[src/verilog/memory_game_pkg.sv]
package memory_game_pkg;

    // Number of words in the sequence ROM
    localparam int SEQ_DEPTH = 16;

    // Switch bank and pattern width
    localparam int PLAY_WIDTH = 4;

    // Controller states
    typedef enum logic [3:0] {
        st_idle,
        st_setup,
        st_wait_play,
        st_register_play,
        st_compare_play,
        st_next_round,
        st_won,
        st_lost,
        st_timed_out
    } game_state_t;

    // Fixed game sequence, one switch per round
    localparam logic [PLAY_WIDTH-1:0] seq_rom_contents [SEQ_DEPTH] = '{
        4'b0001, 4'b0010, 4'b0100, 4'b1000,
        4'b0100, 4'b0010, 4'b0001, 4'b0001,
        4'b0010, 4'b0010, 4'b0100, 4'b0100,
        4'b1000, 4'b1000, 4'b0001, 4'b0100
    };

endpackage

[src/verilog/play_capture.sv]
module play_capture (
    input  logic                                  clock,
    input  logic                                  arst_n,
    // Raw switch bank
    input  logic [memory_game_pkg::PLAY_WIDTH-1:0] switches,
    // Strobes from the controller
    input  logic                                  load_play,
    input  logic                                  clear_play,
    // Press detected
    output logic                                  play_made,
    // Last registered pattern
    output logic [memory_game_pkg::PLAY_WIDTH-1:0] play
);

    // Any switch up
    logic any_on;
    // Delayed copies of any_on for edge detection
    logic any_on_q;
    logic any_on_qq;

    assign any_on = |switches;

    // Two stage history of the OR of the switches
    always_ff @(posedge clock or negedge arst_n) begin
        if (!arst_n) begin
            any_on_q  <= 1'b0;
            any_on_qq <= 1'b0;
        end else begin
            any_on_q  <= any_on;
            any_on_qq <= any_on_q;
        end
    end

    // Rising edge of the registered OR
    // One cycle wide, one cycle after the switches leave zero
    assign play_made = any_on_q & ~any_on_qq;

    // Play register
    // Clear wins over load
    always_ff @(posedge clock or negedge arst_n) begin
        if (!arst_n) begin
            play <= '0;
        end else if (clear_play) begin
            play <= '0;
        end else if (load_play) begin
            play <= switches;
        end
    end

endmodule

[src/verilog/sequence_memory.sv]
module sequence_memory (
    input  logic                                           clock,
    input  logic                                           arst_n,
    // Round counter controls
    input  logic                                           clear_round,
    input  logic                                           next_round,
    // Registered play to compare
    input  logic [memory_game_pkg::PLAY_WIDTH-1:0]         play,
    // Play equals expected word
    output logic                                           match,
    // Final round of each level
    output logic                                           last_round8,
    output logic                                           last_round16,
    // Current round, also shown on the board
    output logic [$clog2(memory_game_pkg::SEQ_DEPTH)-1:0] round
);

    import memory_game_pkg::*;

    localparam int ROUND_WIDTH = $clog2(SEQ_DEPTH);

    // Counter value of the last round at each level
    localparam logic [ROUND_WIDTH-1:0] LAST8  = ROUND_WIDTH'(7);
    localparam logic [ROUND_WIDTH-1:0] LAST16 = ROUND_WIDTH'(SEQ_DEPTH - 1);

    logic [ROUND_WIDTH-1:0] round_q;
    // Registered ROM output
    logic [PLAY_WIDTH-1:0]  rom_data;

    // Round counter
    // Synchronous clear has priority over the increment
    always_ff @(posedge clock or negedge arst_n) begin
        if (!arst_n) begin
            round_q <= '0;
        end else if (clear_round) begin
            round_q <= '0;
        end else if (next_round) begin
            round_q <= round_q + 1'b1;
        end
    end

    // Synchronous ROM
    // Word is valid the cycle after the address moves
    always_ff @(posedge clock) begin
        rom_data <= seq_rom_contents[round_q];
    end

    // Comparison on the registered word
    assign match = (rom_data == play);

    // End of game decode
    assign last_round8  = (round_q == LAST8);
    assign last_round16 = (round_q == LAST16);

    assign round = round_q;

endmodule

[src/verilog/play_timer.sv]
module play_timer #(
    // Waiting cycles allowed before a timeout
    parameter int TIMEOUT_CYCLES = 3000
) (
    input  logic clock,
    input  logic arst_n,
    // High while waiting for a press
    input  logic count_wait,
    // Press seen, restart the count
    input  logic play_made,
    // Wait limit reached
    output logic timeout
);

    localparam int CNT_WIDTH = $clog2(TIMEOUT_CYCLES + 1);
    localparam logic [CNT_WIDTH-1:0] LIMIT = CNT_WIDTH'(TIMEOUT_CYCLES);

    logic [CNT_WIDTH-1:0] wait_cnt;

    // Wait counter
    // Cleared outside the waiting state and on every press
    always_ff @(posedge clock or negedge arst_n) begin
        if (!arst_n) begin
            wait_cnt <= '0;
        end else if (!count_wait || play_made) begin
            wait_cnt <= '0;
        end else if (wait_cnt != LIMIT) begin
            wait_cnt <= wait_cnt + 1'b1;
        end
    end

    // Saturated count means timeout
    assign timeout = (wait_cnt == LIMIT);

endmodule

[src/verilog/game_control.sv]
module game_control (
    input  logic clock,
    input  logic arst_n,
    // Player controls
    input  logic start,
    input  logic level,
    // Status from the datapath
    input  logic play_made,
    input  logic match,
    input  logic last_round8,
    input  logic last_round16,
    input  logic timeout,
    // Datapath strobes
    output logic load_play,
    output logic clear_play,
    output logic clear_round,
    output logic next_round,
    output logic count_wait,
    // Game status
    output logic ready,
    output logic game_won,
    output logic game_lost,
    output logic game_timeout
);

    import memory_game_pkg::*;

    game_state_t state_q;
    game_state_t state_d;

    // Level latched at the start of a game
    logic level_q;
    // Final round for the latched level
    logic last_round;

    // State register
    always_ff @(posedge clock or negedge arst_n) begin
        if (!arst_n) begin
            state_q <= st_idle;
        end else begin
            state_q <= state_d;
        end
    end

    // Level register, loaded in setup only
    always_ff @(posedge clock or negedge arst_n) begin
        if (!arst_n) begin
            level_q <= 1'b0;
        end else if (state_q == st_setup) begin
            level_q <= level;
        end
    end

    // 16 rounds when level is high, 8 otherwise
    assign last_round = level_q ? last_round16 : last_round8;

    // Next state
    always_comb begin
        state_d = state_q;
        case (state_q)
            st_idle: begin
                if (start) begin
                    state_d = st_setup;
                end
            end
            st_setup: begin
                state_d = st_wait_play;
            end
            // Press beats timeout when both arrive together
            st_wait_play: begin
                if (play_made) begin
                    state_d = st_register_play;
                end else if (timeout) begin
                    state_d = st_timed_out;
                end
            end
            st_register_play: begin
                state_d = st_compare_play;
            end
            st_compare_play: begin
                if (!match) begin
                    state_d = st_lost;
                end else if (last_round) begin
                    state_d = st_won;
                end else begin
                    state_d = st_next_round;
                end
            end
            st_next_round: begin
                state_d = st_wait_play;
            end
            // Outcome states hold until a new start
            st_won, st_lost, st_timed_out: begin
                if (start) begin
                    state_d = st_setup;
                end
            end
            default: begin
                state_d = st_idle;
            end
        endcase
    end

    // Moore outputs
    assign clear_play   = (state_q == st_setup);
    assign clear_round  = (state_q == st_setup);
    assign count_wait   = (state_q == st_wait_play);
    assign load_play    = (state_q == st_register_play);
    assign next_round   = (state_q == st_next_round);
    assign game_won     = (state_q == st_won);
    assign game_lost    = (state_q == st_lost);
    assign game_timeout = (state_q == st_timed_out);

    // Ready when no game is running
    assign ready = (state_q == st_idle) | game_won | game_lost | game_timeout;

endmodule

[src/verilog/memory_game_top.sv]
module memory_game_top #(
    // Waiting cycles before a press times out
    parameter int TIMEOUT_CYCLES = 3000
) (
    input  logic                                           clock,
    input  logic                                           arst_n,
    // Game controls
    input  logic                                           start,
    input  logic                                           level,
    input  logic [memory_game_pkg::PLAY_WIDTH-1:0]         switches,
    // Game status
    output logic                                           ready,
    output logic                                           game_won,
    output logic                                           game_lost,
    output logic                                           game_timeout,
    // Display values
    output logic [memory_game_pkg::PLAY_WIDTH-1:0]         play,
    output logic [$clog2(memory_game_pkg::SEQ_DEPTH)-1:0] round
);

    // Capture to controller
    logic play_made;
    // Controller strobes
    logic load_play;
    logic clear_play;
    logic clear_round;
    logic next_round;
    logic count_wait;
    // Datapath status
    logic match;
    logic last_round8;
    logic last_round16;
    logic timeout;

    // Press detection and play register
    play_capture u_play_capture (
        .clock      (clock),
        .arst_n     (arst_n),
        .switches   (switches),
        .load_play  (load_play),
        .clear_play (clear_play),
        .play_made  (play_made),
        .play       (play)
    );

    // Round counter, ROM and compare
    sequence_memory u_sequence_memory (
        .clock        (clock),
        .arst_n       (arst_n),
        .clear_round  (clear_round),
        .next_round   (next_round),
        .play         (play),
        .match        (match),
        .last_round8  (last_round8),
        .last_round16 (last_round16),
        .round        (round)
    );

    // Press timeout
    play_timer #(
        .TIMEOUT_CYCLES (TIMEOUT_CYCLES)
    ) u_play_timer (
        .clock      (clock),
        .arst_n     (arst_n),
        .count_wait (count_wait),
        .play_made  (play_made),
        .timeout    (timeout)
    );

    // Game FSM
    game_control u_game_control (
        .clock        (clock),
        .arst_n       (arst_n),
        .start        (start),
        .level        (level),
        .play_made    (play_made),
        .match        (match),
        .last_round8  (last_round8),
        .last_round16 (last_round16),
        .timeout      (timeout),
        .load_play    (load_play),
        .clear_play   (clear_play),
        .clear_round  (clear_round),
        .next_round   (next_round),
        .count_wait   (count_wait),
        .ready        (ready),
        .game_won     (game_won),
        .game_lost    (game_lost),
        .game_timeout (game_timeout)
    );

endmodule

[config.mk]
export PLATFORM = sky130hd
export DESIGN_NAME = memory_game_top
export DESIGN_NICKNAME = d
export VERILOG_FILES = /design/src/verilog/memory_game_pkg.sv /design/src/verilog/play_capture.sv /design/src/verilog/sequence_memory.sv /design/src/verilog/play_timer.sv /design/src/verilog/game_control.sv /design/src/verilog/memory_game_top.sv
export SDC_FILE = /design/constraint.sdc
export NUM_CORES = 1
export LEC_CHECK = 0
export BUFFER_PORTS_ARGS = -buffer_cell sky130_fd_sc_hd__buf_2
export CORE_MARGIN = 5
export CORE_UTILIZATION = 50
export CTS_BUF_LIST = sky130_fd_sc_hd__clkbuf_4
export DETAILED_ROUTE_END_ITERATION = 10
export MAX_ROUTING_LAYER = met4
export PLACE_DENSITY = 0.78
export SLEW_MARGIN = 20
export SYNTH_ARGS = -nofsm -noshare
export SYNTH_HDL_FRONTEND = slang
export SYNTH_SLANG_ARGS = --single-unit
export TNS_END_PERCENT = 30
[constraint.sdc]
create_clock -name clock -period 3.9 [get_ports clock]
set_clock_uncertainty 0.05 [all_clocks]
set_input_delay 0.585 -clock clock [delete_from_list [all_inputs] [get_ports clock]]
set_output_delay 0.585 -clock clock [all_outputs]
set_load 0.02 [all_outputs]
Word level (Yosys, flattened, before mapping)
Memory sizes are Yosys's and may differ from the RTL's. A register that Yosys moved wholly into a read port is not among the register bits.
Index checks and enable logic that the tools add are counted.
{"block": "op_classes", "n_addsub": 2, "mul": 0, "div_mod_pow": 0, "n_lt_le_gt_ge": 0, "eq_ne": 15, "shifts": 0, "n_mux": 13, "n_bitwise": 6, "reduce_logical": 10}
{"operator": "$mux W4", "n": 8}
{"operator": "$mux W12", "n": 2}
{"operator": "$eq A4 B3 Y1 const B", "n": 5}
{"operator": "$pmux W4 S5", "n": 1}
{"operator": "$add A12 B1 Y12 const B", "n": 1}
{"operator": "$eq A12 B12 Y1 const B", "n": 1}
{"operator": "$ne A12 B12 Y1 const B", "n": 1}
{"operator": "$eq A4 B2 Y1 const B", "n": 2}
{"operator": "$eq A4 B4 Y1 const B", "n": 2}
{"operator": "$reduce_or A4 Y1", "n": 2}
{"operator": "$reduce_bool A2 Y1", "n": 3}
{"operator": "$not A4 Y5", "n": 1}
{"operator": "$add A4 B1 Y4 const B", "n": 1}
{"operator": "$eq A4 B1 Y1 const B", "n": 1}
{"operator": "$eq A4 B4 Y1", "n": 1}
{"operator": "$logic_not A4 Y1", "n": 1}
{"operator": "$ne A3 B3 Y1 const B", "n": 1}
{"operator": "$or A1 B1 Y1", "n": 3}
{"operator": "$mux W2", "n": 1}
{"operator": "$ne A2 B1 Y1 const B", "n": 1}
{"operator": "$reduce_and A2 Y1", "n": 1}
{"operator": "$reduce_or A2 Y1", "n": 1}
{"operator": "$and A1 B1 Y1", "n": 1}
{"operator": "$logic_not A1 Y1", "n": 1}
{"operator": "other kinds (3)", "n": 3}
{"block": "word_totals", "reg_bits": 27, "latch_bits": 0, "ram_bits": 0, "rom_bits": 64, "in_bits": 8, "output_inout_bits": 12, "wordCells": 54, "n_memories": 1}
{"memory": "(name not given)", "words": 16, "word_bits": 4, "read_ports": 1, "rd_clocked_by_memory_dff": 1, "write_ports": 0, "line": "sequence_memory.sv:45", "source": "rom_data <= seq_rom_contents[round_q];"}

Logic depth before layout (Yosys ltp)
Gate-level depths: netlist of run 1.
{"block": "depth", "word_depth": 5, "mapped_depth": 6, "depth_no_buf": 6}

Hierarchy
A second synthesis of run 1 with hierarchy kept.
{"block": "hier_totals", "hier_cells": 180, "area_unflattened_um2": 1774.2}
{"mod": "play_timer", "n_inst": 1, "cells_per_inst": 72, "area_per_inst_um2": 703.2, "seq_area_each_um2": 300.3}
{"mod": "sequence_memory", "n_inst": 1, "cells_per_inst": 45, "area_per_inst_um2": 462.9, "seq_area_each_um2": 180.2}
{"mod": "game_control", "n_inst": 1, "cells_per_inst": 46, "area_per_inst_um2": 384.1, "seq_area_each_um2": 125.1}
{"mod": "play_capture", "n_inst": 1, "cells_per_inst": 17, "area_per_inst_um2": 224.0, "seq_area_each_um2": 150.1}

Least setup slack after synthesis of run 1
Ideal clock, no wire load.
{"block": "synth_timing", "path_type": "register -> output", "startpoint": "reg u_game_control.state_q[0]", "endpoint": "out game_timeout", "arrival_ps": 1169, "required_ps": 3265, "setup_slack_ps": 2096, "stages_incl_launch_ff": 4, "n_path_buf": 1, "cell_sequence": "dfrtp_1 -> buf_6 -> or3_4 -> nor2_1"}
{"block": "synth_between", "elab_chain_len": 1}
{"element": "start, declared", "line": "game_control.sv:28", "source": "game_state_t state_q;"}
{"element": "start signal, assigned", "line": "game_control.sv:39", "source": "state_q <= st_idle;"}
{"element": "start signal, assigned", "line": "game_control.sv:41", "source": "state_q <= state_d;"}
{"element": "$eq A4 B4 Y1", "line": "game_control.sv:112", "source": "assign game_timeout = (state_q == st_timed_out);"}
{"element": "end, declared", "line": "memory_game_top.sv:15", "source": "output logic game_timeout,"}
No other way between the ends.

Worst setup path after layout of run 1
{"block": "layout_timing", "startpoint": "reg u_game_control.state_q[1]", "endpoint": "out ready"}
{"block": "layout_between", "elab_chain_len": 4, "elab_cells_between_ends": 7, "cone_classes": "eq/ne: 3; bitwise: 3; reduce/logical: 1"}
{"element": "$eq A4 B3 Y1 / $logic_not A4 Y1 (equally long branches)", "line": "game_control.sv:110, game_control.sv:115"}
{"element": "$or A1 B1 Y1 (2 in a row)", "line": "game_control.sv:115", "source": "assign ready = (state_q == st_idle) | game_won | game_lost | game_timeout;"}
{"element": "$or A1 B1 Y1 (*)", "line": "game_control.sv:115"}
{"element": "end, declared", "line": "memory_game_top.sv:12", "source": "output logic ready,"}
Every way passes the cells marked *; elsewhere a longest branch is shown, timed or not.

==> impl_results.html, run 1 <==
<table>
<tr><th>Metric</th><th>Value</th></tr>
<tr><th colspan="2">Outcome</th></tr>
<tr><td>Outcome</td><td>complete, no violations</td></tr>
<tr><th colspan="2">STA</th></tr>
<tr><td>Final setup fails</td><td>0</td></tr>
<tr><td>Transition at the pin with the smallest max-transition slack</td><td>580 ps</td></tr>
<tr><td>Period Utilization, post-route</td><td>0.574</td></tr>
<tr><td>Minimum clock period after layout</td><td>2240 ps</td></tr>
<tr><td>RSZ-0062 raised after global routing</td><td>false</td></tr>
<tr><td>Hold slack</td><td>198 ps</td></tr>
<tr><td>Max-slew headroom</td><td>0.614</td></tr>
<tr><td>Setup TNS</td><td>0 ps</td></tr>
<tr><td>Setup slack after layout</td><td>1660 ps</td></tr>
<tr><td>Final count of hold timing violations</td><td>0</td></tr>
<tr><td>Max-slew violation count</td><td>0</td></tr>
<tr><td>Timing-limited maximum frequency</td><td>0.447 GHz</td></tr>
<tr><th colspan="2">Clocking</th></tr>
<tr><td>Number of buffers on the longest clock path</td><td>2</td></tr>
<tr><td>TritonCTS clock tree</td><td>built</td></tr>
<tr><td>Total number of clock tree sinks</td><td>31</td></tr>
<tr><td>Clock slew at the register clock pins of the worst setup and hold paths</td><td>100 ps</td></tr>
<tr><td>Number of gates resized after CTS</td><td>0</td></tr>
<tr><td>Number of buffers inserted to repair setup after CTS</td><td>0</td></tr>
<tr><td>CTS Buf Count</td><td>5</td></tr>
<tr><td>Clock insertion delay at the later pin of the skew report</td><td>320 ps</td></tr>
<tr><td>CTS root buffer</td><td>sky130_fd_sc_hd__clkbuf_4</td></tr>
<tr><td>Hold buffer count at CTS</td><td>0</td></tr>
<tr><td>H-tree levels</td><td>2</td></tr>
<tr><th colspan="2">Cells and area</th></tr>
<tr><td>Layout cells sized above 1</td><td>0.193</td></tr>
<tr><td>Final core utilization</td><td>0.565</td></tr>
<tr><td>Post-route standard cell area excluding fillers</td><td>0.00189 mm²</td></tr>
<tr><td>Antenna diode count</td><td>0</td></tr>
<tr><td>Number of nets in the finished design</td><td>211</td></tr>
<tr><td>Relative area change from synthesis to final layout</td><td>8.65%</td></tr>
<tr><th colspan="2">Yosys</th></tr>
<tr><td>Syn Area/Cell</td><td>9.75 µm²</td></tr>
<tr><td>Main area contributors after synthesis</td><td>sky130_fd_sc_hd__dfrtp_1, sky130_fd_sc_hd__ha_1, sky130_fd_sc_hd__dfxtp_1</td></tr>
<tr><td>Commonest register cell after synthesis</td><td>sky130_fd_sc_hd__dfrtp_1</td></tr>
<tr><td>Area share of the largest cell type after synthesis</td><td>0.389</td></tr>
<tr><td>Share of synthesized area occupied by flip-flops and latches</td><td>0.435</td></tr>
<tr><td>Post-synth top area cell</td><td>sky130_fd_sc_hd__dfrtp_1</td></tr>
<tr><td>Number of flops mapped to enable cells by yosys</td><td>0</td></tr>
<tr><td>Net count after synthesis</td><td>193</td></tr>
<tr><td>Most numerous cell in the Yosys netlist</td><td>sky130_fd_sc_hd__dfrtp_1</td></tr>
<tr><td>Mapped Area</td><td>0.00174 mm²</td></tr>
<tr><td>Number of distinct library cells after synthesis</td><td>45</td></tr>
<tr><td>Post-Syn Instances</td><td>178</td></tr>
<tr><td>Fraction of synthesis flops using an asynchronous set or reset pin</td><td>0.871</td></tr>
<tr><td>Count of yosys warnings during synthesis</td><td>0</td></tr>
<tr><td>Synth Register Bits</td><td>31</td></tr>
<tr><td>Commonest cells in the netlist</td><td>sky130_fd_sc_hd__dfrtp_1, sky130_fd_sc_hd__nand2_1, sky130_fd_sc_hd__nor2_1, sky130_fd_sc_hd__o21ai_0, sky130_fd_sc_hd__inv_1</td></tr>
<tr><th colspan="2">Floorplanning</th></tr>
<tr><td>Floorplan row count</td><td>21</td></tr>
<tr><td>Initial Util</td><td>0.520</td></tr>
<tr><td>Horizontal die dimension</td><td>68.9 µm</td></tr>
<tr><td>Top-level I/O count</td><td>20</td></tr>
<tr><td>Standard cell core area</td><td>0.00334 mm²</td></tr>
<tr><td>Full die area</td><td>0.00475 mm²</td></tr>
<tr><td>Die span in y</td><td>68.9 µm</td></tr>
<tr><th colspan="2">Place</th></tr>
<tr><td>Half-perimeter wire length after detailed placement</td><td>2380 µm</td></tr>
<tr><td>Global placement routability congestion</td><td>0.844</td></tr>
<tr><td>Place WS</td><td>2020 ps</td></tr>
<tr><td>Cell area after placement</td><td>0.00183 mm²</td></tr>
<tr><td>Port-buffer cells</td><td>19</td></tr>
<tr><th colspan="2">Drt</th></tr>
<tr><td>Starting DRC count in detailed routing</td><td>84</td></tr>
<tr><td>Average via count per standard cell</td><td>5.44</td></tr>
<tr><td>DRT Pass-1 Iters</td><td>4</td></tr>
<tr><td>Final routed wire length divided by cell count</td><td>13.5 µm</td></tr>
<tr><td>Count of unresolved DRC violations after routing</td><td>0</td></tr>
<tr><td>Routed wire length</td><td>3280 µm</td></tr>
<tr><td>Count of nets left with antenna violations after detail routing</td><td>0</td></tr>
<tr><td>Count of vias placed by the detailed router</td><td>1321</td></tr>
<tr><th colspan="2">Critical path</th></tr>
<tr><td>Arrival time at the worst endpoint</td><td>1600 ps</td></tr>
<tr><td>Crit path capture type</td><td>output port</td></tr>
<tr><td>Category of the critical setup timing path</td><td>reg -&gt; out</td></tr>
<tr><td>CP Max Fanout</td><td>14</td></tr>
<tr><td>Setup slack of the worst register-to-register path</td><td>2180 ps</td></tr>
<tr><td>Required @ worst endpoint</td><td>3260 ps</td></tr>
<tr><td>Nature of the critical path startpoint</td><td>flop</td></tr>
<tr><th colspan="2">GRT</th></tr>
<tr><td>Grt total ovfl</td><td>0</td></tr>
<tr><td>Via count of the first global-routing pass</td><td>1247</td></tr>
<tr><td>Initial antenna violation count</td><td>0</td></tr>
<tr><td>Wire length of the first global-routing pass</td><td>5500 µm</td></tr>
<tr><td>Largest net degree at the start of global routing</td><td>28</td></tr>
<tr><td>Gr usage total</td><td>0.161</td></tr>
<tr><th colspan="2">Power and ir drop</th></tr>
<tr><td>Max rail drop VDD</td><td>0.000441 V</td></tr>
<tr><td>Total power density per cell area</td><td>616 mW/mm²</td></tr>
<tr><td>Total leakage power</td><td>0.803 nW</td></tr>
<tr><th colspan="2">Min path</th></tr>
<tr><td>Path category of the worst min-delay check</td><td>in -&gt; async</td></tr>
<tr><th colspan="2">Flow run</th></tr>
<tr><td>Number of maximum-capacitance violations</td><td>0</td></tr>
</table>
==> per-layer routing <==
metal / wire length [µm] / GRT usage
met2: 1650 / 0.261
met4: 20 / 0.0462
met1: 1470 / 0.194
met3: 135 / 0.0502
met5: 0 / -
==> report_power, final <==
part           switching, mW  internal [mW]
Combinational          0.263          0.206
Sequential             0.120          0.393
Clock                  0.105         0.0736
==> layout by cell type, fill, tap and decap left out, types with 3 or more instances in the layout <==
master	n
sky130_fd_sc_hd__dfrtp_1	27
sky130_fd_sc_hd__nand2_1	20
sky130_fd_sc_hd__buf_2	19
sky130_fd_sc_hd__nor2_1	14
sky130_fd_sc_hd__o21ai_0	14
sky130_fd_sc_hd__inv_1	8
sky130_fd_sc_hd__nand3_1	7
sky130_fd_sc_hd__nand4_1	7
sky130_fd_sc_hd__ha_1	7
sky130_fd_sc_hd__a21oi_1	6
sky130_fd_sc_hd__xnor2_1	6
sky130_fd_sc_hd__xor2_1	6
sky130_fd_sc_hd__clkbuf_4	6
sky130_fd_sc_hd__nand2b_1	5
sky130_fd_sc_hd__dfxtp_1	4
sky130_fd_sc_hd__nor3_1	3
sky130_fd_sc_hd__and4_1	3
==> critical path: stages, from the launching register on <==
cell and delay [ps]:
sky130_fd_sc_hd__dfrtp_1 530, sky130_fd_sc_hd__or3_4 470, sky130_fd_sc_hd__nand2_1 120, sky130_fd_sc_hd__buf_2 180
==> worst paths after layout <==
check,depth (start not counted),to,start
min reg2reg,0,u_play_capture.any_on_qq,u_play_capture.any_on_q
min in group clock,0,u_play_capture.any_on_qq,u_play_capture.any_on_q
max reg2reg,3,u_game_control.level_q,u_game_control.state_q[1]
max,3,ready,u_game_control.state_q[1]
min,1,u_play_timer.wait_cnt[1],arst_n
max in group asynchronous,1,u_play_capture.play[2],arst_n
==> layout make-up <==
cell class / count / area [µm²]
Fill cell: 313 / 1450
Multi-Input combinational cell: 131 / 895
Sequential cell: 31 / 756
Timing Repair Buffer: 19 / 95.1
Tap cell: 46 / 57.6
Clock buffer: 6 / 45.0
Inverter: 8 / 30.0
Clock inverter: 2 / 7.51
==> flip-flops by register name, indices dropped and copies added, names as in the netlist <==
signal	cells
u_play_capture.any_on_q	1
u_game_control.state_q	4
u_play_capture.play	4
u_game_control.level_q	1
u_play_capture.any_on_qq	1
u_sequence_memory.round	4
u_sequence_memory.rom_data	4
u_play_timer.wait_cnt	12
==> cells by family (layout without fill, tap and decap cells) <==
family | Yosys count | in the layout | share of synthesized area
simple gates | 76 | 76 | 0.246
flops | 31 | 31 | 0.435
buf+inv | 16 | 35 | 0.0490
xor+xnor | 12 | 12 | 0.0606
fa+ha+maj | 7 | 7 | 0.0505
compound gates | 31 | 31 | 0.121
mux | 5 | 5 | 0.0375
==> per-stage QoR <==
stage | total power [mW] | instances
after floorplan | 0.895 | 178
after global placement | 0.981 | 235
after detailed placement | 0.992 | 235
after CTS | 1.17 | 243
after global routing | 1.26 | 243
final | 1.16 | 243
(Power assumes the default switching activity.)
==> inputs of run 2 (changes only) <==
- clock period: 3.9 -> 2.1 ns (I/O delays scaled with it)
==> run 2 against run 1 <==
Global-route usage up 0.67 points; largest cell class unchanged; critical path depth did not move; highest routed layer unchanged; setup slack lost 1500 ps; sequential share of layout area decreased by 0.40 points.
==> impl_results.html, run 2 (synthesis gave the netlist of run 1 again) <==
<table>
<tr><th>Metric</th><th>Value</th></tr>
<tr><th colspan="2">STA</th></tr>
<tr><td>Timing-limited maximum frequency</td><td>0.508 GHz</td></tr>
<tr><td>Max-slew headroom</td><td>0.600</td></tr>
<tr><td>Setup TNS</td><td>0 ps</td></tr>
<tr><td>RSZ-0062 raised after global routing</td><td>false</td></tr>
<tr><td>Final count of hold timing violations</td><td>0</td></tr>
<tr><td>Hold slack</td><td>136 ps</td></tr>
<tr><td>Transition at the pin with the smallest max-transition slack</td><td>600 ps</td></tr>
<tr><td>Minimum clock period after layout</td><td>1970 ps</td></tr>
<tr><td>Max-slew violation count</td><td>0</td></tr>
<tr><td>Period Utilization, post-route</td><td>0.937</td></tr>
<tr><td>Final setup fails</td><td>0</td></tr>
<tr><td>Setup slack after layout</td><td>132 ps</td></tr>
<tr><th colspan="2">Clocking</th></tr>
<tr><td>TritonCTS clock tree</td><td>built</td></tr>
<tr><td>Total number of clock tree sinks</td><td>31</td></tr>
<tr><td>Clock insertion delay at the later pin of the skew report</td><td>330 ps</td></tr>
<tr><td>Number of buffers on the longest clock path</td><td>2</td></tr>
<tr><td>CTS Buf Count</td><td>5</td></tr>
<tr><td>Number of buffers inserted to repair setup after CTS</td><td>0</td></tr>
<tr><td>Clock slew at the register clock pins of the worst setup and hold paths</td><td>90 ps</td></tr>
<tr><td>CTS root buffer</td><td>sky130_fd_sc_hd__clkbuf_4</td></tr>
<tr><td>H-tree levels</td><td>2</td></tr>
<tr><th colspan="2">Drt</th></tr>
<tr><td>Met1 WL</td><td>1490 µm</td></tr>
<tr><td>Count of vias placed by the detailed router</td><td>1318</td></tr>
<tr><td>Met2 WL post-DR</td><td>1630 µm</td></tr>
<tr><td>Average via count per standard cell</td><td>5.38</td></tr>
<tr><td>Met3 WL post-DR</td><td>63 µm</td></tr>
<tr><td>Starting DRC count in detailed routing</td><td>59</td></tr>
<tr><td>Count of nets left with antenna violations after detail routing</td><td>0</td></tr>
<tr><td>Routed wire length</td><td>3240 µm</td></tr>
<tr><td>Uppermost signal routing layer after detailed routing</td><td>met4</td></tr>
<tr><td>Final routed wire length divided by cell count</td><td>13.2 µm</td></tr>
<tr><td>DRT Pass-1 Iters</td><td>6</td></tr>
<tr><td>Count of unresolved DRC violations after routing</td><td>0</td></tr>
<tr><th colspan="2">Cells and area</th></tr>
<tr><td>Most common cell after layout, fill and taps aside</td><td>sky130_fd_sc_hd__dfrtp_1</td></tr>
<tr><td>Flip-flop count of the largest register after layout</td><td>12</td></tr>
<tr><td>Layout cells sized above 1</td><td>0.201</td></tr>
<tr><td>Filler Cell Count</td><td>292</td></tr>
<tr><td>Non-filler instance count after layout</td><td>245</td></tr>
<tr><td>Relative area change from synthesis to final layout</td><td>9.73%</td></tr>
<tr><td>Final core utilization</td><td>0.571</td></tr>
<tr><td>Post-route standard cell area excluding fillers</td><td>0.00190 mm²</td></tr>
<tr><td>Number of nets in the finished design</td><td>213</td></tr>
<tr><td>Antenna diode count</td><td>0</td></tr>
<tr><td>Most frequent cells in the layout</td><td>sky130_fd_sc_hd__dfrtp_1, sky130_fd_sc_hd__nand2_1, sky130_fd_sc_hd__buf_2</td></tr>
<tr><td>Register containing the most flip-flops in the final layout</td><td>u_play_timer.wait_cnt</td></tr>
<tr><th colspan="2">Critical path</th></tr>
<tr><td>CP Max Fanout</td><td>14</td></tr>
<tr><td>Nature of the critical path startpoint</td><td>flop</td></tr>
<tr><td>Crit path capture type</td><td>output port</td></tr>
<tr><td>Arrival time at the worst endpoint</td><td>1600 ps</td></tr>
<tr><td>Category of the critical setup timing path</td><td>reg -&gt; out</td></tr>
<tr><td>Required @ worst endpoint</td><td>1740 ps</td></tr>
<tr><td>Setup slack of the worst register-to-register path</td><td>350 ps</td></tr>
<tr><th colspan="2">Place</th></tr>
<tr><td>Place WS</td><td>380 ps</td></tr>
<tr><td>Port-buffer cells</td><td>19</td></tr>
<tr><td>Half-perimeter wire length after detailed placement</td><td>2340 µm</td></tr>
<tr><td>Global placement routability congestion</td><td>0.825</td></tr>
<tr><td>Cell area after placement</td><td>0.00184 mm²</td></tr>
<tr><td>Post-placement cell count</td><td>236</td></tr>
<tr><th colspan="2">Floorplanning</th></tr>
<tr><td>Top-level I/O count</td><td>20</td></tr>
<tr><td>Die span in y</td><td>68.9 µm</td></tr>
<tr><td>Initial Util</td><td>0.520</td></tr>
<tr><td>Full die area</td><td>0.00475 mm²</td></tr>
<tr><td>Horizontal die dimension</td><td>68.9 µm</td></tr>
<tr><td>Standard cell core area</td><td>0.00334 mm²</td></tr>
<tr><td>Floorplan row count</td><td>21</td></tr>
<tr><th colspan="2">Power and ir drop</th></tr>
<tr><td>Total chip power</td><td>2.18 mW</td></tr>
<tr><td>Total power density per cell area</td><td>1140 mW/mm²</td></tr>
<tr><td>Max rail drop VDD</td><td>0.000695 V</td></tr>
<tr><td>Total leakage power</td><td>0.814 nW</td></tr>
<tr><th colspan="2">Outcome</th></tr>
<tr><td>Outcome</td><td>complete, no violations</td></tr>
<tr><th colspan="2">Min path</th></tr>
<tr><td>Path category of the worst min-delay check</td><td>in -&gt; reg</td></tr>
<tr><th colspan="2">GRT</th></tr>
<tr><td>Largest net degree at the start of global routing</td><td>28</td></tr>
<tr><td>Gr usage total</td><td>0.168</td></tr>
<tr><td>Wire length of the first global-routing pass</td><td>5680 µm</td></tr>
<tr><td>Via count of the first global-routing pass</td><td>1271</td></tr>
<tr><td>Initial antenna violation count</td><td>0</td></tr>
<tr><td>Grt total ovfl</td><td>0</td></tr>
<tr><th colspan="2">Flow run</th></tr>
<tr><td>Number of maximum-capacitance violations</td><td>0</td></tr>
</table>
==> run 2: timing repair <==
item | in CTS | in global routing
gates resized for setup | 0 | 0
hold endpoints to repair | 27 | 0
hold buffers | 1 | 0
==> run 2: routing by layer <==
layer  up-vias  global-route usage
met5         -                   -
met4         0              0.0803
li1        664                   -
met3         5              0.0389
met1       639               0.197
met2        10               0.271
==> run 2: layout make-up <==
type,count,area [µm²],share of cell area
well taps,46,57.6,0.0302
clock inverters,2,8.76,0.00460
repair buffers,21,113,0.0591
multi-input cells,131,895,0.470
flip-flops and latches,31,756,0.397
inverters,8,30.0,0.0158
clock buffers,6,45.0,0.0237
==> run 2: worst paths after layout <==
path / cells past startpoint / endpoint / from
hold / removal: 2 / u_play_capture.any_on_q / switches[3]
setup reg to reg: 3 / u_game_control.level_q / u_game_control.state_q[1]
setup / recovery: 3 / ready / u_game_control.state_q[1]
max in group asynchronous: 2 / u_game_control.state_q[0] / arst_n
hold reg to reg: 0 / u_play_capture.any_on_qq / u_play_capture.any_on_q
min in group asynchronous: 2 / u_play_timer.wait_cnt[8] / arst_n
==> run 2: critical path: stages (launching register included) <==
cell and delay [ps]:
sky130_fd_sc_hd__dfrtp_1 530, sky130_fd_sc_hd__or3_4 470, sky130_fd_sc_hd__nand2_1 110, sky130_fd_sc_hd__buf_2 170
==> run 2: where the power goes <==
part	switching [mW]	total (mW)	internal (mW)
combinational	0.492	0.883	0.391
clock	0.199	0.338	0.139
sequential	0.228	0.958	0.730
==> inputs of run 3 (changes only) <==
- SYNTH_HIERARCHICAL: not set -> 1
==> run 3 against run 2 <==
Non-clock buffer count rose by 4; setup slack improved by 55 ps; wire length rose by 7.7%; register-to-register slack got worse by 50 ps; critical endpoint is now game_timeout; synthesized area rose by 2.2%.
==> impl_results.html, run 3 <==
<table>
<tr><th>Metric</th><th>Value</th></tr>
<tr><th colspan="2">Drt</th></tr>
<tr><td>Count of nets left with antenna violations after detail routing</td><td>0</td></tr>
<tr><td>Count of unresolved DRC violations after routing</td><td>0</td></tr>
<tr><td>Final routed wire length divided by cell count</td><td>13.9 µm</td></tr>
<tr><td>Count of vias placed by the detailed router</td><td>1358</td></tr>
<tr><td>Routed wire length</td><td>3480 µm</td></tr>
<tr><td>Starting DRC count in detailed routing</td><td>60</td></tr>
<tr><td>DRT Pass-1 Iters</td><td>4</td></tr>
<tr><td>Average via count per standard cell</td><td>5.41</td></tr>
<tr><th colspan="2">Critical path</th></tr>
<tr><td>Nature of the critical path startpoint</td><td>flop</td></tr>
<tr><td>Top cell family by delay on the critical path</td><td>simple AND/OR/NAND/NOR gates</td></tr>
<tr><td>Required @ worst endpoint</td><td>1740 ps</td></tr>
<tr><td>Critical path's slowest cell</td><td>sky130_fd_sc_hd__dfrtp_1</td></tr>
<tr><td>Worst path max stage delay</td><td>510 ps</td></tr>
<tr><td>Crit path capture type</td><td>output port</td></tr>
<tr><td>CP Max Fanout</td><td>12</td></tr>
<tr><td>Number of buffers and inverters on the critical path</td><td>1</td></tr>
<tr><td>Arrival time at the worst endpoint</td><td>1550 ps</td></tr>
<tr><td>Cell Chain, Critical Path</td><td>or3_4, nor2_1, buf_2</td></tr>
<tr><td>Category of the critical setup timing path</td><td>reg -&gt; out</td></tr>
<tr><th colspan="2">Yosys</th></tr>
<tr><td>Number of distinct library cells after synthesis</td><td>50</td></tr>
<tr><td>Post-synthesis compound-gate area fraction</td><td>0.0889</td></tr>
<tr><td>Main area contributors after synthesis</td><td>sky130_fd_sc_hd__dfrtp_1, sky130_fd_sc_hd__mux2i_1, sky130_fd_sc_hd__ha_1</td></tr>
<tr><td>Most numerous cell in the Yosys netlist</td><td>sky130_fd_sc_hd__dfrtp_1</td></tr>
<tr><td>Simple-gate share of the synthesized area</td><td>0.250</td></tr>
<tr><td>Commonest cells in the netlist</td><td>sky130_fd_sc_hd__dfrtp_1, sky130_fd_sc_hd__nor2_1, sky130_fd_sc_hd__nand2_1</td></tr>
<tr><td>Mapped Area</td><td>0.00177 mm²</td></tr>
<tr><td>Net count after synthesis</td><td>195</td></tr>
<tr><td>Adder-cell area share of the yosys netlist</td><td>0.0494</td></tr>
<tr><td>Number of flops mapped to enable cells by yosys</td><td>0</td></tr>
<tr><td>Syn Area/Cell</td><td>9.86 µm²</td></tr>
<tr><td>Mux contribution to synthesized area</td><td>0.102</td></tr>
<tr><td>Combinational family with the most area after synthesis</td><td>simple AND/OR/NAND/NOR gates</td></tr>
<tr><td>Post-Syn Instances</td><td>180</td></tr>
<tr><td>Area share of the largest cell type after synthesis</td><td>0.381</td></tr>
<tr><td>Synth Register Bits</td><td>31</td></tr>
<tr><td>XOR/XNOR Fraction of Synth Area</td><td>0.0346</td></tr>
<tr><td>Fraction of synthesis flops using an asynchronous set or reset pin</td><td>0.871</td></tr>
<tr><td>Post-synth top area cell</td><td>sky130_fd_sc_hd__dfrtp_1</td></tr>
<tr><td>Commonest register cell after synthesis</td><td>sky130_fd_sc_hd__dfrtp_1</td></tr>
<tr><td>Count of yosys warnings during synthesis</td><td>6</td></tr>
<tr><td>Share of synthesized area occupied by flip-flops and latches</td><td>0.426</td></tr>
<tr><th colspan="2">Cells and area</th></tr>
<tr><td>Relative area change from synthesis to final layout</td><td>11.5%</td></tr>
<tr><td>Layout cells sized above 1</td><td>0.229</td></tr>
<tr><td>Filler Cell Count</td><td>306</td></tr>
<tr><td>Antenna diode count</td><td>0</td></tr>
<tr><td>Number of nets in the finished design</td><td>219</td></tr>
<tr><td>Flip-flop count of the largest register after layout</td><td>12</td></tr>
<tr><td>Most frequent cells in the layout</td><td>sky130_fd_sc_hd__dfrtp_1, sky130_fd_sc_hd__buf_2, sky130_fd_sc_hd__nor2_1</td></tr>
<tr><td>Register containing the most flip-flops in the final layout</td><td>u_play_timer/wait_cnt</td></tr>
<tr><td>Most common cell after layout, fill and taps aside</td><td>sky130_fd_sc_hd__dfrtp_1</td></tr>
<tr><th colspan="2">GRT</th></tr>
<tr><td>Gr usage total</td><td>0.165</td></tr>
<tr><td>Initial antenna violation count</td><td>0</td></tr>
<tr><td>Wire length of the first global-routing pass</td><td>6290 µm</td></tr>
<tr><td>Grt total ovfl</td><td>0</td></tr>
<tr><td>Via count of the first global-routing pass</td><td>1402</td></tr>
<tr><td>Largest net degree at the start of global routing</td><td>28</td></tr>
<tr><th colspan="2">Clocking</th></tr>
<tr><td>Number of buffers inserted to repair setup after CTS</td><td>0</td></tr>
<tr><td>CTS root buffer</td><td>sky130_fd_sc_hd__clkbuf_4</td></tr>
<tr><td>CTS Buf Count</td><td>5</td></tr>
<tr><td>H-tree levels</td><td>2</td></tr>
<tr><td>Total number of clock tree sinks</td><td>31</td></tr>
<tr><td>TritonCTS clock tree</td><td>built</td></tr>
<tr><td>Clock slew at the register clock pins of the worst setup and hold paths</td><td>110 ps</td></tr>
<tr><td>Clock insertion delay at the later pin of the skew report</td><td>330 ps</td></tr>
<tr><td>Number of buffers on the longest clock path</td><td>2</td></tr>
<tr><td>Number of gates resized after CTS</td><td>0</td></tr>
<tr><th colspan="2">Place</th></tr>
<tr><td>Port-buffer cells</td><td>19</td></tr>
<tr><td>Half-perimeter wire length after detailed placement</td><td>2560 µm</td></tr>
<tr><td>Global placement routability congestion</td><td>0.865</td></tr>
<tr><th colspan="2">STA</th></tr>
<tr><td>Final count of hold timing violations</td><td>0</td></tr>
<tr><td>Period Utilization, post-route</td><td>0.911</td></tr>
<tr><td>RSZ-0062 raised after global routing</td><td>false</td></tr>
<tr><td>Setup TNS</td><td>0 ps</td></tr>
<tr><td>Final setup fails</td><td>0</td></tr>
<tr><td>Max-slew violation count</td><td>0</td></tr>
<tr><td>Minimum clock period after layout</td><td>1910 ps</td></tr>
<tr><td>Timing-limited maximum frequency</td><td>0.523 GHz</td></tr>
<tr><td>Max-slew headroom</td><td>0.602</td></tr>
<tr><td>Transition at the pin with the smallest max-transition slack</td><td>597 ps</td></tr>
<tr><th colspan="2">Power and ir drop</th></tr>
<tr><td>Total chip power</td><td>2.30 mW</td></tr>
<tr><td>Max rail drop VDD</td><td>0.000866 V</td></tr>
<tr><td>Total power density per cell area</td><td>1160 mW/mm²</td></tr>
<tr><td>Total leakage power</td><td>0.895 nW</td></tr>
<tr><th colspan="2">Floorplanning</th></tr>
<tr><td>Full die area</td><td>0.00484 mm²</td></tr>
<tr><td>Horizontal die dimension</td><td>69.6 µm</td></tr>
<tr><td>Standard cell core area</td><td>0.00339 mm²</td></tr>
<tr><td>Initial Util</td><td>0.523</td></tr>
<tr><td>Top-level I/O count</td><td>20</td></tr>
<tr><td>Die span in y</td><td>69.6 µm</td></tr>
<tr><td>Floorplan row count</td><td>21</td></tr>
<tr><th colspan="2">Min path</th></tr>
<tr><td>Path category of the worst min-delay check</td><td>in -&gt; reg</td></tr>
<tr><th colspan="2">Outcome</th></tr>
<tr><td>Outcome</td><td>complete, no violations</td></tr>
<tr><th colspan="2">Flow run</th></tr>
<tr><td>Number of maximum-capacitance violations</td><td>0</td></tr>
</table>
## run 3: cells by family after synthesis
logic type | Yosys count
buf+inv | 17
xor+xnor | 7
mux | 16
flops | 31
simple gates | 78
compound gates | 24
fa+ha+maj | 7
## run 3: area by class of cell
type,count,area [µm²],area share
sequential,31,756,0.382
inverter,9,33.8,0.0171
tap,46,57.6,0.0291
clock buffer,5,37.5,0.0190
multi-input combinational,132,931,0.471
clock inverter,3,20.0,0.0101
timing repair buffer,25,143,0.0721
## run 3: worst register-to-register path, stage by stage (launching register included)
cell	delay, ps
sky130_fd_sc_hd__dfrtp_1	440
sky130_fd_sc_hd__inv_1	110
sky130_fd_sc_hd__ha_1	150
sky130_fd_sc_hd__nand4bb_1	150
sky130_fd_sc_hd__nor4_4	200
sky130_fd_sc_hd__nor3_1	90
sky130_fd_sc_hd__a21oi_2	200
sky130_fd_sc_hd__mux2_4	310
## run 3: power breakdown
group	switching, mW	internal (mW)
Combinational	0.542	0.459
Sequential	0.210	0.742
Clock	0.222	0.128
Total	0.973	1.33
## run 3: final timing paths
kind	from	endpoint	slack (ps)	cells after the start
max in group asynchronous	arst_n	u_game_control/state_q[3]	1140	2
min in group asynchronous	arst_n	u_play_timer/wait_cnt[5]	450	2
setup / recovery	u_game_control/state_q[2]	game_timeout	190	3
hold / removal	switches[1]	u_play_capture/any_on_q	140	2
setup reg to reg	u_play_timer/wait_cnt[0]	u_game_control/state_q[0]	300	7
hold reg to reg	u_play_capture/any_on_q	u_play_capture/any_on_qq	330	0
## run 3: layer usage
| metal | track usage | up-vias | routed length (µm) |
|---|---|---|---|
| met4 | 0.0521 | 0 | 57 |
| met2 | 0.285 | 20 | 1790 |
| met1 | 0.189 | 657 | 1520 |
| met3 | 0.0377 | 7 | 118 |
| met5 | - | - | 0 |
| li1 | - | 674 | - |
## run 3: repair_timing
item                                    in CTS  in global routing
endpoints found under the setup margin       0                  0
hold endpoints to repair                    27                  0
hold buffers                                 1                  0
## run 3: through the flow
step                      instances  hold WS (ps)   util  cell area (µm²)  worst slack (ps)
after floorplan                 180         -30.6      -             1770               330
after global placement          242           304  0.564             1910               401
after detailed placement        242           310  0.564             1910               353
after CTS                       251           127  0.584             1980               161
after global routing            251           118  0.584             1980              65.7
final                           251           140  0.584             1980               187
